==> config.mk <==
export PLATFORM = sky130hd
export DESIGN_NAME = microcodeLoader
export DESIGN_NICKNAME = d
export VERILOG_FILES = /design/src/logic/klLoadPkg.sv /design/src/logic/microcodeLoader.sv /design/src/logic/ramWordAssembler.sv /design/src/logic/loadLineSequencer.sv /design/src/logic/fieldCounter.sv /design/src/logic/loadLineDecoder.sv
export SDC_FILE = /design/constraint.sdc
export NUM_CORES = 1
export LEC_CHECK = 0
export BUFFER_PORTS_ARGS = -buffer_cell sky130_fd_sc_hd__buf_2
export CAP_MARGIN = 20
export CORE_MARGIN = 2
export CORE_UTILIZATION = 57
export DETAILED_ROUTE_END_ITERATION = 10
export PLACE_DENSITY_LB_ADDON = 0.3
export SLEW_MARGIN = 20
export SYNTH_ARGS = -nofsm -noshare
export SYNTH_HDL_FRONTEND = slang
export SYNTH_SLANG_ARGS = --single-unit
==> constraint.sdc <==
create_clock -name clk -period 4.52 [get_ports clk]
set_input_delay 1.13 -clock clk [delete_from_list [all_inputs] [get_ports clk]]
set_output_delay 1.13 -clock clk [all_outputs]
set_load 0.03 [all_outputs]
==> src/logic/klLoadPkg.sv <==
// Load stream types: characters, decoded words, CRAM/DRAM write records, line status
package klLoadPkg;

  ////////////////////////////////////////////////////////////////////////////
  // Basic widths

  // One decoded field of a load line
  typedef logic [15:0] tLoadWord;

  // One ASCIIized file character
  typedef logic [6:0] tLoadChar;

  // Control RAM address, 2K locations
  typedef logic [10:0] tCramAddr;

  // Dispatch RAM address, written in even/odd pairs
  typedef logic [8:0] tDramAddr;

  // Control RAM location
  // Bit 0 is the most significant bit, as in the KL10 prints
  typedef logic [0:85] tCramWord;

  // One dispatch RAM location
  typedef struct packed {
    logic [2:0] a;
    logic [2:0] b;
    logic       p;
    // J07..J10 per side, J05 and J06 always zero, J01..J04 common
    logic [9:0] j;
  } tDramEntry;

  // Record letter of a load line
  typedef enum logic [1:0] {
    recCram,
    recDram,
    recSkip
  } tRecordKind;

  ////////////////////////////////////////////////////////////////////////////
  // Stream structs

  // Input character strobe
  typedef struct packed {
    logic     valid;
    tLoadChar ch;
  } tCharStrobe;

  // Decoded word, one per comma or line end
  typedef struct packed {
    logic     valid;
    tLoadWord word;
    logic     lastInLine;
  } tWordStrobe;

  // CRAM location write
  typedef struct packed {
    logic     valid;
    tCramAddr addr;
    tCramWord data;
  } tCramWrite;

  // DRAM pair write, addr is always even
  typedef struct packed {
    logic      valid;
    tDramAddr  addr;
    tDramEntry even;
    tDramEntry odd;
  } tDramWrite;

  // Per line result
  typedef struct packed {
    logic       valid;
    tRecordKind kind;
    logic       checksumError;
    logic       formatError;
  } tLineStatus;

  ////////////////////////////////////////////////////////////////////////////
  // Line layout

  // Words per CRAM location and per DRAM pair
  localparam int CramGroupWords = 6;
  localparam int DramGroupWords = 3;

  // Field phase of the word on the stream
  localparam logic [1:0] FieldAddress  = 2'd0;
  localparam logic [1:0] FieldData     = 2'd1;
  localparam logic [1:0] FieldChecksum = 2'd2;
  localparam logic [1:0] FieldOverflow = 2'd3;

endpackage
==> src/logic/microcodeLoader.sv <==
// Microcode loader top level: decoder, field counter, sequencer and assembler
module microcodeLoader import klLoadPkg::*; #(
  parameter int MaxCramPerLine      = 5,
  parameter int MaxDramPairsPerLine = 10
) (
  input  logic       clk,
  input  logic       reset,
  input  tCharStrobe charIn,
  output tCramWrite  cramWrite,
  output tDramWrite  dramWrite,
  output tLineStatus lineStatus
);

  // Decoder outputs
  logic       lineStart;
  tRecordKind lineKind;
  tWordStrobe wordOut;
  logic       checksumOk;

  // Counter outputs
  logic [1:0] fieldIndex;
  logic [2:0] groupSlot;
  logic       groupDone;
  logic       countError;

  // Sequencer strobes to the assembler
  logic       loadStrobe;
  logic       storeAddr;
  logic       emitCram;
  logic       emitDram;

  loadLineDecoder lineDecoder (
    .clk, .reset, .charIn, .lineStart, .lineKind, .wordOut, .checksumOk
  );

  fieldCounter #(
    .MaxCramPerLine     (MaxCramPerLine),
    .MaxDramPairsPerLine(MaxDramPairsPerLine)
  ) counter (
    .clk, .reset, .lineStart, .lineKind, .wordOut,
    .fieldIndex, .groupSlot, .groupDone, .countError
  );

  loadLineSequencer sequencer (
    .clk, .reset, .lineStart, .lineKind, .wordOut, .checksumOk,
    .fieldIndex, .groupDone, .countError,
    .loadStrobe, .storeAddr, .emitCram, .emitDram, .lineStatus
  );

  ramWordAssembler assembler (
    .clk, .reset, .wordOut, .groupSlot,
    .loadStrobe, .storeAddr, .emitCram, .emitDram,
    .cramWrite, .dramWrite
  );

endmodule

==> src/logic/ramWordAssembler.sv <==
// CRAM word and DRAM pair assembly with write address stepping
module ramWordAssembler import klLoadPkg::*; (
  input  logic       clk,
  input  logic       reset,
  input  tWordStrobe wordOut,
  input  logic [2:0] groupSlot,
  input  logic       loadStrobe,
  input  logic       storeAddr,
  input  logic       emitCram,
  input  logic       emitDram,
  output tCramWrite  cramWrite,
  output tDramWrite  dramWrite
);

  tLoadWord   wordQ;
  logic [2:0] slotQ;
  // Words of the group before the last one
  tLoadWord   slotWord [CramGroupWords-1];
  tCramAddr   cramAddr;
  tDramAddr   dramAddr;
  tCramWord   cramData;
  tDramEntry  evenEntry;
  tDramEntry  oddEntry;
  logic       cramValidQ;
  logic       dramValidQ;
  tCramAddr   cramAddrQ;
  tCramWord   cramDataQ;
  tDramAddr   dramAddrQ;
  tDramEntry  evenQ;
  tDramEntry  oddQ;

  // A, B and P from the side word, J joins common and side bits
  function automatic tDramEntry makeEntry(tLoadWord side, tLoadWord common);
    tDramEntry entry;
    entry.a = side[13:11];
    entry.b = side[10:8];
    entry.p = side[5];
    entry.j = {common[3:0], 2'b00, side[3:0]};
    return entry;
  endfunction

  // Word and slot line up with the registered strobes
  always_ff @(posedge clk) begin
    if (wordOut.valid) begin
      wordQ <= wordOut.word;
      slotQ <= groupSlot;
    end
    if (loadStrobe) slotWord[slotQ] <= wordQ;
  end

  ////////////////////////////////////////////////////////////////////////////
  // Location layout

  always_comb begin
    cramData[64:79] = slotWord[0];
    cramData[48:63] = slotWord[1];
    cramData[32:47] = slotWord[2];
    cramData[16:31] = slotWord[3];
    cramData[0:15] = slotWord[4];
    // Special field, CALL and DISP
    cramData[80:85] = wordQ[5:0];
    // Common word is the last of a DRAM group
    evenEntry = makeEntry(slotWord[0], wordQ);
    oddEntry = makeEntry(slotWord[1], wordQ);
  end

  // Line address, then one step per write
  always_ff @(posedge clk) begin
    if (storeAddr) begin
      cramAddr <= tCramAddr'(wordQ);
      dramAddr <= {wordQ[8:1], 1'b0};
    end else begin
      if (emitCram) cramAddr <= cramAddr + tCramAddr'(1);
      if (emitDram) dramAddr <= dramAddr + tDramAddr'(2);
    end
  end

  ////////////////////////////////////////////////////////////////////////////
  // Write outputs

  always_ff @(posedge clk) begin
    if (reset) begin
      cramValidQ <= 1'b0;
      dramValidQ <= 1'b0;
    end else begin
      cramValidQ <= emitCram;
      dramValidQ <= emitDram;
    end
  end

  always_ff @(posedge clk) begin
    if (emitCram) begin
      cramAddrQ <= cramAddr;
      cramDataQ <= cramData;
    end
    if (emitDram) begin
      dramAddrQ <= dramAddr;
      evenQ <= evenEntry;
      oddQ <= oddEntry;
    end
  end

  assign cramWrite = '{valid: cramValidQ, addr: cramAddrQ, data: cramDataQ};
  assign dramWrite = '{valid: dramValidQ, addr: dramAddrQ, even: evenQ, odd: oddQ};

endmodule

==> src/logic/loadLineSequencer.sv <==
// Word role FSM raising load, address and write strobes and the line status
module loadLineSequencer import klLoadPkg::*; (
  input  logic       clk,
  input  logic       reset,
  input  logic       lineStart,
  input  tRecordKind lineKind,
  input  tWordStrobe wordOut,
  input  logic       checksumOk,
  input  logic [1:0] fieldIndex,
  input  logic       groupDone,
  input  logic       countError,
  output logic       loadStrobe,
  output logic       storeAddr,
  output logic       emitCram,
  output logic       emitDram,
  output tLineStatus lineStatus
);

  typedef enum logic [2:0] {
    sIdle,
    sWordCount,
    sAddress,
    sData,
    // Checksum taken, only the line end is legal from here
    sChecksum,
    sSkip
  } tSeqState;

  tSeqState   state;
  tSeqState   nextState;
  tRecordKind kindQ;
  logic       loadNext;
  logic       storeNext;
  logic       emitNext;
  logic       tookChecksum;
  logic       lineEnd;
  logic       inLine;
  tLineStatus statusNext;
  tLineStatus statusQ;

  ////////////////////////////////////////////////////////////////////////////
  // Word routing

  always_comb begin
    nextState = state;
    loadNext = 1'b0;
    storeNext = 1'b0;
    emitNext = 1'b0;
    tookChecksum = 1'b0;
    lineEnd = 1'b0;
    inLine = state inside {sWordCount, sAddress, sData, sChecksum};
    if (lineStart) begin
      // A new letter always restarts, even mid line
      nextState = (lineKind == recSkip) ? sSkip : sWordCount;
    end else if (wordOut.valid) begin
      case (state)
        sWordCount: nextState = sAddress;
        sAddress: begin
          storeNext = 1'b1;
          nextState = sData;
        end
        sData: begin
          if (fieldIndex == FieldData) begin
            // Last word of a group goes out with the write
            loadNext = !groupDone;
            emitNext = groupDone;
          end else begin
            tookChecksum = 1'b1;
            nextState = sChecksum;
          end
        end
        default: ;
      endcase
      if (wordOut.lastInLine && inLine) begin
        lineEnd = 1'b1;
        nextState = sIdle;
      end
    end
    // Early end, extra word after the checksum, or bad WC
    statusNext = '{
      valid: lineEnd,
      kind: kindQ,
      checksumError: !checksumOk,
      formatError: !tookChecksum || countError
    };
  end

  ////////////////////////////////////////////////////////////////////////////
  // Strobe and status registers

  always_ff @(posedge clk) begin
    if (reset) begin
      state <= sIdle;
      kindQ <= recSkip;
      loadStrobe <= 1'b0;
      storeAddr <= 1'b0;
      emitCram <= 1'b0;
      emitDram <= 1'b0;
      statusQ <= '0;
      lineStatus <= '0;
    end else begin
      state <= nextState;
      if (lineStart) kindQ <= lineKind;
      loadStrobe <= loadNext;
      storeAddr <= storeNext;
      emitCram <= emitNext && kindQ == recCram;
      emitDram <= emitNext && kindQ == recDram;
      // Extra stage keeps the status level with the final write
      statusQ <= statusNext;
      lineStatus <= statusQ;
    end
  end

  assert property (@(posedge clk) disable iff (reset) !(emitCram && emitDram));

endmodule

==> src/logic/fieldCounter.sv <==
// Field phase, group slot and word count tracking for one load line
module fieldCounter import klLoadPkg::*; #(
  parameter int MaxCramPerLine      = 5,
  parameter int MaxDramPairsPerLine = 10
) (
  input  logic       clk,
  input  logic       reset,
  input  logic       lineStart,
  input  tRecordKind lineKind,
  input  tWordStrobe wordOut,
  output logic [1:0] fieldIndex,
  output logic [2:0] groupSlot,
  output logic       groupDone,
  output logic       countError
);

  // Largest legal WC per record kind
  localparam tLoadWord CramWordLimit = tLoadWord'(MaxCramPerLine * CramGroupWords);
  localparam tLoadWord DramWordLimit = tLoadWord'(MaxDramPairsPerLine * DramGroupWords);
  localparam logic [2:0] CramLastSlot = 3'(CramGroupWords - 1);
  localparam logic [2:0] DramLastSlot = 3'(DramGroupWords - 1);

  tRecordKind kindQ;
  logic       haveWc;
  tLoadWord   wcLeft;
  tLoadWord   wordLimit;
  logic [2:0] lastSlot;
  logic [2:0] nextSlot;

  always_comb begin
    lastSlot = (kindQ == recDram) ? DramLastSlot : CramLastSlot;
    wordLimit = (kindQ == recDram) ? DramWordLimit : CramWordLimit;
    nextSlot = (groupSlot == lastSlot) ? 3'd0 : groupSlot + 3'd1;
    groupDone = wordOut.valid && fieldIndex == FieldData && groupSlot == lastSlot;
  end

  always_ff @(posedge clk) begin
    if (reset) begin
      kindQ <= recSkip;
      haveWc <= 1'b0;
      fieldIndex <= FieldAddress;
      groupSlot <= '0;
      countError <= 1'b0;
    end else if (lineStart) begin
      kindQ <= lineKind;
      haveWc <= 1'b0;
      fieldIndex <= FieldAddress;
      groupSlot <= '0;
      countError <= 1'b0;
    end else if (wordOut.valid) begin
      case (fieldIndex)
        FieldAddress: begin
          if (!haveWc) begin
            // WC word, check against the line size
            haveWc <= 1'b1;
            if (wordOut.word > wordLimit) countError <= 1'b1;
          end else begin
            // Address word, WC zero goes straight to the checksum
            fieldIndex <= (wcLeft == '0) ? FieldChecksum : FieldData;
          end
        end
        FieldData: begin
          groupSlot <= nextSlot;
          if (wcLeft == 16'd1) begin
            fieldIndex <= FieldChecksum;
            // Partial last group
            if (nextSlot != 3'd0) countError <= 1'b1;
          end
        end
        FieldChecksum: fieldIndex <= FieldOverflow;
        default: ;
      endcase
    end
  end

  // Remaining data words
  always_ff @(posedge clk) begin
    if (wordOut.valid && fieldIndex == FieldAddress && !haveWc) begin
      wcLeft <= wordOut.word;
    end else if (wordOut.valid && fieldIndex == FieldData) begin
      wcLeft <= wcLeft - 16'd1;
    end
  end

  assert property (@(posedge clk) disable iff (reset) groupSlot < 3'(CramGroupWords));

endmodule

==> src/logic/loadLineDecoder.sv <==
// Character to word decoder with record letter detection and line checksum
module loadLineDecoder import klLoadPkg::*; (
  input  logic       clk,
  input  logic       reset,
  input  tCharStrobe charIn,
  output logic       lineStart,
  output tRecordKind lineKind,
  output tWordStrobe wordOut,
  output logic       checksumOk
);

  localparam tLoadChar CharLf    = 7'h0a;
  localparam tLoadChar CharSpace = 7'h20;
  localparam tLoadChar CharComma = 7'h2c;
  localparam tLoadChar CharC     = 7'h43;
  localparam tLoadChar CharD     = 7'h44;
  localparam tLoadChar CharDel   = 7'h7f;

  typedef enum logic [1:0] {
    sLetter,
    sSpace,
    sFields,
    sIgnore
  } tDecState;

  tDecState   state;
  logic       fieldOpen;
  tLoadWord   pending;
  tLoadWord   lineSum;
  tLoadWord   sumWithPending;
  logic       isLf;
  logic       isComma;
  logic       isPrintable;
  logic       takeLetter;
  logic       emitWord;
  tRecordKind letterKind;
  logic       wordValidQ;
  tLoadWord   wordQ;
  logic       lastQ;

  always_comb begin
    isLf = charIn.ch == CharLf;
    isComma = charIn.ch == CharComma;
    // CR, tabs and spaces never carry data
    isPrintable = (charIn.ch > CharSpace) && (charIn.ch < CharDel);
    takeLetter = charIn.valid && state == sLetter && isPrintable;
    // Comma always closes a field, LF only when one is open
    emitWord = charIn.valid && state == sFields && (isComma || (isLf && fieldOpen));
    sumWithPending = lineSum + pending;
    case (charIn.ch)
      CharC:   letterKind = recCram;
      CharD:   letterKind = recDram;
      default: letterKind = recSkip;
    endcase
  end

  ////////////////////////////////////////////////////////////////////////////
  // Line framing

  always_ff @(posedge clk) begin
    if (reset) begin
      state <= sLetter;
      fieldOpen <= 1'b0;
      lineStart <= 1'b0;
      lineKind <= recSkip;
      wordValidQ <= 1'b0;
    end else begin
      lineStart <= takeLetter;
      wordValidQ <= emitWord;
      if (takeLetter) begin
        lineKind <= letterKind;
        fieldOpen <= 1'b0;
        // Comment lines and unknown letters run to LF untouched
        state <= (letterKind == recSkip) ? sIgnore : sSpace;
      end else if (charIn.valid) begin
        case (state)
          // Separator after the letter
          sSpace:  state <= isLf ? sLetter : sFields;
          sFields: begin
            if (isLf) begin
              state <= sLetter;
            end else if (isPrintable) begin
              // A comma opens the next field as well
              fieldOpen <= 1'b1;
            end
          end
          sIgnore: if (isLf) state <= sLetter;
          default: state <= sLetter;
        endcase
      end
    end
  end

  ////////////////////////////////////////////////////////////////////////////
  // Word accumulation and running sum

  always_ff @(posedge clk) begin
    if (takeLetter) begin
      pending <= '0;
      lineSum <= '0;
    end else if (emitWord) begin
      pending <= '0;
      lineSum <= sumWithPending;
    end else if (charIn.valid && state == sFields && isPrintable) begin
      // Six bits per character with the oldest bits falling off the top
      pending <= {pending[9:0], charIn.ch[5:0]};
    end
    if (emitWord) begin
      wordQ <= pending;
      lastQ <= isLf;
      // Negated checksum makes the full line sum zero
      checksumOk <= sumWithPending == '0;
    end
  end

  assign wordOut = '{valid: wordValidQ, word: wordQ, lastInLine: lastQ};

  // Nothing follows the last word of a line until the next letter
  assert property (@(posedge clk) disable iff (reset)
    (wordOut.valid && wordOut.lastInLine) |=> !wordOut.valid);

endmodule

**After elaboration in Yosys (flattened, before gate mapping)**

Memory sizes are Yosys's and may differ from the RTL's. A register that Yosys moved wholly into a read port is not among the register bits.
Index checks and enable logic that the tools add are counted.

- Register bits after elaboration: 276
- Memory bits (writable): 80
- Input bits: 10
- Output and inout bits: 147
- Word-level logic and storage cells: 175
- Memories kept: 1

Memories:

| name | depth | width | rd ports | clocked after memory_dff | write ports | RTL line | source |
|---|---|---|---|---|---|---|---|
| assembler.slotWord | 5 | 16 | 5 | 3 | 1 | ramWordAssembler.sv:18 | `tLoadWord slotWord [CramGroupWords-1];` |

- $add $sub $neg: 5
- Magnitude comparators: 3
- Equality and inequality tests: 25
- Muxes and demuxes: 42
- Bitwise logic cells: 4
- Reduce and logical (&&, ||, !) cells: 48

Operators by type and width:

| operator | number |
|---|---|
| zero test 16 bit | 2 |
| two-way mux 16 bit | 2 |
| two-way mux 11 bit | 2 |
| two-way mux 3 bit | 7 |
| two-way mux 9 bit | 2 |
| adder 16 bit | 1 |
| equality test 16 x 1 -> 1 bit (second input constant) | 1 |
| > comparator 16 x 5 -> 1 bit (second input constant) | 1 |
| two-way mux 1 bit | 16 |
| two-way mux 2 bit | 8 |
| subtractor 16 x 1 -> 16 bit (second input constant) | 1 |
| equality test 7 bit (second input constant) | 2 |
| logical AND 1 bit | 14 |
| nonzero test 2 bit | 6 |
| adder 11 x 1 -> 11 bit (second input constant) | 1 |
| equality test 2 bit (second input constant) | 5 |
| adder 9 x 2 -> 9 bit (second input constant) | 1 |
| case mux 3 bit (3 select lines) | 1 |
| != test 2 x 1 -> 1 bit (second input constant) | 4 |
| case mux 2 bit (2 select lines) | 2 |
| AND reduction 4 bit | 2 |
| OR reduction 2 bit | 4 |
| equality test 7 x 4 -> 1 bit (second input constant) | 1 |
| equality test 7 x 6 -> 1 bit (second input constant) | 1 |
| 25 further kinds | 40 |

**Depth between registers and ports, before layout**

- Word-level depth: 9
- Mapped depth: 10
- Depth with buffers taken out: 9

**Cells and area by module**

Synthesis repeated with hierarchy kept, for this count alone.

- Cells, all modules: 844
- Area, all modules: 13220.2 µm²

Modules (own cells, without submodules):

| module | instances | cells an instance | area each (µm²) | seq. area each (µm²) |
|---|---|---|---|---|
| ramWordAssembler | 1 | 350 | 8147.8 | 7517.2 |
| loadLineDecoder | 1 | 269 | 2830.2 | 1321.3 |
| fieldCounter | 1 | 163 | 1569.0 | 660.6 |
| loadLineSequencer | 1 | 62 | 673.1 | 380.4 |

**Worst setup path before layout**

OpenSTA, ideal clock, no wires.

- Path kind: flip-flop to flip-flop
- From: reg sequencer.emitCram
- To: reg assembler.cramAddr[0], enable pin
- Setup time: 322 ps
- Arrival time: 2944 ps
- Path slack: 1254 ps
- Cell stages (with the launch flop): 2
- Clock period less this slack: 3266 ps
- Path through: dfxtp_1 or2_2

- Longest elaborated chain between the ends: 1

Ends and longest elaborated chain:

| item | RTL line | source |
|---|---|---|
| start, declared | loadLineSequencer.sv:14 | `output logic emitCram,` |
| start signal, assigned | loadLineSequencer.sv:106 | `emitCram <= emitNext && kindQ == recCram;` |
| nonzero test 2 bit (no source line) | -- |  |
| end signal, assigned | ramWordAssembler.sv:70 | `cramAddr <= tCramAddr'(wordQ);` |
| end signal, assigned | ramWordAssembler.sv:73 | `if (emitCram) cramAddr <= cramAddr + tCramAddr'(1);` |
| end, declared | ramWordAssembler.sv:19 | `tCramAddr cramAddr;` |

No other way between the ends.
A chain may end at the register's enable or synchronous reset.

**Worst setup path after layout**

- From: reg lineDecoder.pending[0]
- To: reg lineDecoder.checksumOk, data pin

- Longest elaborated chain between the ends: 2

Ends and longest elaborated chain:

| item | RTL line | source |
|---|---|---|
| start, declared | loadLineDecoder.sv:28 | `tLoadWord pending;` |
| start signal, assigned | loadLineDecoder.sv:106 | `pending <= {pending[9:0], charIn.ch[5:0]};` |
| adder 16 bit | loadLineDecoder.sv:49 | `sumWithPending = lineSum + pending;` |
| zero test 16 bit | loadLineDecoder.sv:112 | `checksumOk <= sumWithPending == '0;` |
| end signal, assigned | loadLineDecoder.sv:112 |  |
| end, declared | loadLineDecoder.sv:9 | `output logic checksumOk` |

No other way between the ends.

==> reports/results.ini <==
[logic_synthesis]
syn_inst=862
synthTopCellsByArea=edfxtp_1 (66%), dfxtp_1 (10%), nor2_1 (3.0%), ha_1 (2.2%), xnor2_1 (2.1%)
synth_fa_ha_area_share_pct=2.38
syn_area_um2=13000
synth-edff-count=283
synth-simple-area-share_pct=9.70
avgSynthCellArea_um2=15.0
synth_mux_area_share_pct=1.72
synth.ff_latch_count=350
synthTopCellsByCount=edfxtp_1 (283), nor2_1 (103), dfxtp_1 (67)
ys_seq_area_share_pct=76.0
ys_warn_count=0
netlist-cell-type-count=58
synth_top_area_share_pct=65.6
synth_compound_area_share_pct=5.58
synth-xor-area-share_pct=2.84
synth_top_family_by_area=simple AND/OR/NAND/NOR gates
synth.most_common_cell=edfxtp_1
synth_top_flop_cell=edfxtp_1
synthArstFlopShare_pct=0
synth_top_cell_by_area=edfxtp_1

[setup_path]
cp_data_required_time_ns=4.86
cp-end-kind=register
crit_type=register to register
arrival_ns=3.41
startpoint_type=register
cp_max_fo=4

[floorplanning]
core-area_um2=22500
fp-row-count=55
die_w_um=155
ios=157
die_h_um=155
die_area_um2=23900
start_util_pct=57.6

[clock_tree]
cts_num_sinks=350
htreeDepth=2
cts_tree=yes
worstSkewPairLatency_ns=0.53
cts_buffers=34
cts_resized=0
cts_hold_buffers=0
cts_post_setup_buffers_inserted=0
clock_path_buffers=3
clk_pin_slew_ns=0.06
root_buffer=clkbuf_16

[final_layout]
area_growth_pct=16.5
n_antenna_cell=0
fillers=1526
nNetsFinal=1064
drive_above_1_share_pct=22.6
multi_input_area_um2=2920
regArea_um2=9840

[sta]
setup_slack_ns=1.45
min_period_ns=3.07
slew_headroom_pct=29.5
hold_viol=0
maxClockFrequency_mhz=325
worstMarginPinSlew_ns=1.05
rsz0062_at_grt=no
finClkSkew_ns=0.0274
min_period_over_period_pct=68.0
finalSetupViolations=0
finalSetupTns_ns=0
drv_slew=0

[route]
drtPass1Iterations=4
drtIter0Drc=469
wl_um=24100
wire_per_inst_um=18.0
ant_nets=0
vias=7377
vias_per_cell=5.51
drcViolationCount=0

[pwr]
pwr_density_cell_nw_per_um2=417
ir_drop_mv=0.219
power.leakage_nw=5.37

[place]
gp_congestion=0.840
hpwl_um=15800
io_buffers=151
place_ws_ns=1.19

[grt]
overflow=0
grt_use_total_pct=20.0
grt_max_degree=61
grt_pass1_wl_um=37700
antenna_found_initial=0
first_global_vias=7074

[worst_hold_path]
hp-class=register to register

[status]
outcome=finished, final reports clean

[flow_run]
max_cap_violations=0

==> cells by family after synthesis <==
| logic type | after synthesis |
|---|---|
| AO/OA/AOI/OAI | 112 |
| XOR/XNOR | 42 |
| adder cells (fa/ha/maj) | 24 |
| buffers and inverters | 49 |
| flip-flops | 350 |
| multiplexers | 22 |
| other | 1 |
| AND/OR/NAND/NOR | 262 |
==> routing by layer <==
metal | global-route usage (%) | wire length, um
met5 | 0 | 0
met4 | 5.34 | 439
met1 | 26.6 | 10400
met2 | 34.0 | 11700
met3 | 4.26 | 1570
==> final cells by class <==
class	instances	area share [%]
Clock inverter	18	1.22
Clock buffer	42	5.98
Multi-Input combinational cell	467	19.3
Tap cell	285	2.36
Sequential cell	350	65.2
Timing Repair Buffer	161	5.50
Inverter	16	0.398
==> worst max-delay path, cell delays in order, from the launching register on <==
cell and delay (ns):
dfxtp_1 0.35, ha_1 0.23, fa_1 0.44, a211oi_2 0.30, o21ai_1 0.14, a211oi_2 0.22, xnor2_1 0.10, or4_1 0.50
or4b_1 0.49, nor4_2 0.15
==> report_power, final <==
part	total (mW)	leakage (nW)	switching, mW	internal, mW
clock	2.72	0.512	1.16	1.56
combinational	0.103	1.76	0.0643	0.0382
sequential	3.47	3.11	0.0165	3.45
total	6.29	5.37	1.24	5.04
==> per-stage QoR <==
step / power, mW / std cells / utilization [%] / hold slack [ns] / area, um^2
CTS: 6.34 / 1339 / 67.1 / 0.404 / 15100
global route: 6.47 / 1339 / 67.1 / 0.414 / 15100
finish: 6.29 / 1339 / 67.1 / 0.405 / 15100
detailed placement: 3.64 / 1279 / 62.3 / 0.405 / 14000
floorplan: 3.61 / 866 / - / 0.379 / 13000
global placement: 3.64 / 1279 / 62.3 / 0.400 / 14000
==> path summary, 6_finish.rpt <==
kind | slack, ns | end | from | cells after the start
min reg2reg | 0.41 | cramWrite[65] | assembler.slotWord[3][11] | 0
max reg2reg | 1.45 | lineDecoder.checksumOk | lineDecoder.pending[0] | 9
min | 0.41 | cramWrite[65] | assembler.slotWord[3][11] | 0
max | 1.45 | lineDecoder.checksumOk | lineDecoder.pending[0] | 9
==> state kept, by name, summed over array words and instances (netlist names), 8 cells and up <==
name and flops:
cramWrite 32, assembler.slotWord 80, assembler.cramAddrQ 11, assembler.dramAddr 8, lineDecoder.pending 16, assembler.cramDataQ 54
assembler.dramAddrQ 8, lineDecoder.wordQ 16, assembler.wordQ 16, assembler.dramWrite 26, lineDecoder.lineSum 16, counter.wcLeft 16
assembler.cramAddr 11
==> layout by cell type (no fill, tap or decap), types with 3 or more instances in the layout <==
cell	instances
edfxtp_1	283
buf_2	151
nor2_1	102
dfxtp_1	65
nand2_1	48
a21oi_1	39
clkbuf_16	35
xnor2_1	31
o21ai_0	25
ha_1	23
nand3_1	22
nor2b_1	21
mux2i_1	20
inv_1	16
nor3_1	16
a22o_1	12
xor2_1	11
buf_4	10
nor4_1	9
clkbuf_1	7
clkinvlp_4	6
or2_2	5
and3_1	5
a31oi_1	5
conb_1	5
clkinv_2	5
or4_1	4
nand2b_1	4
a211oi_2	4
nand4_1	4
nand3b_1	3
or3_1	3
o22ai_1	3
nor4b_1	3
Power figures use the tool's default switching activity.
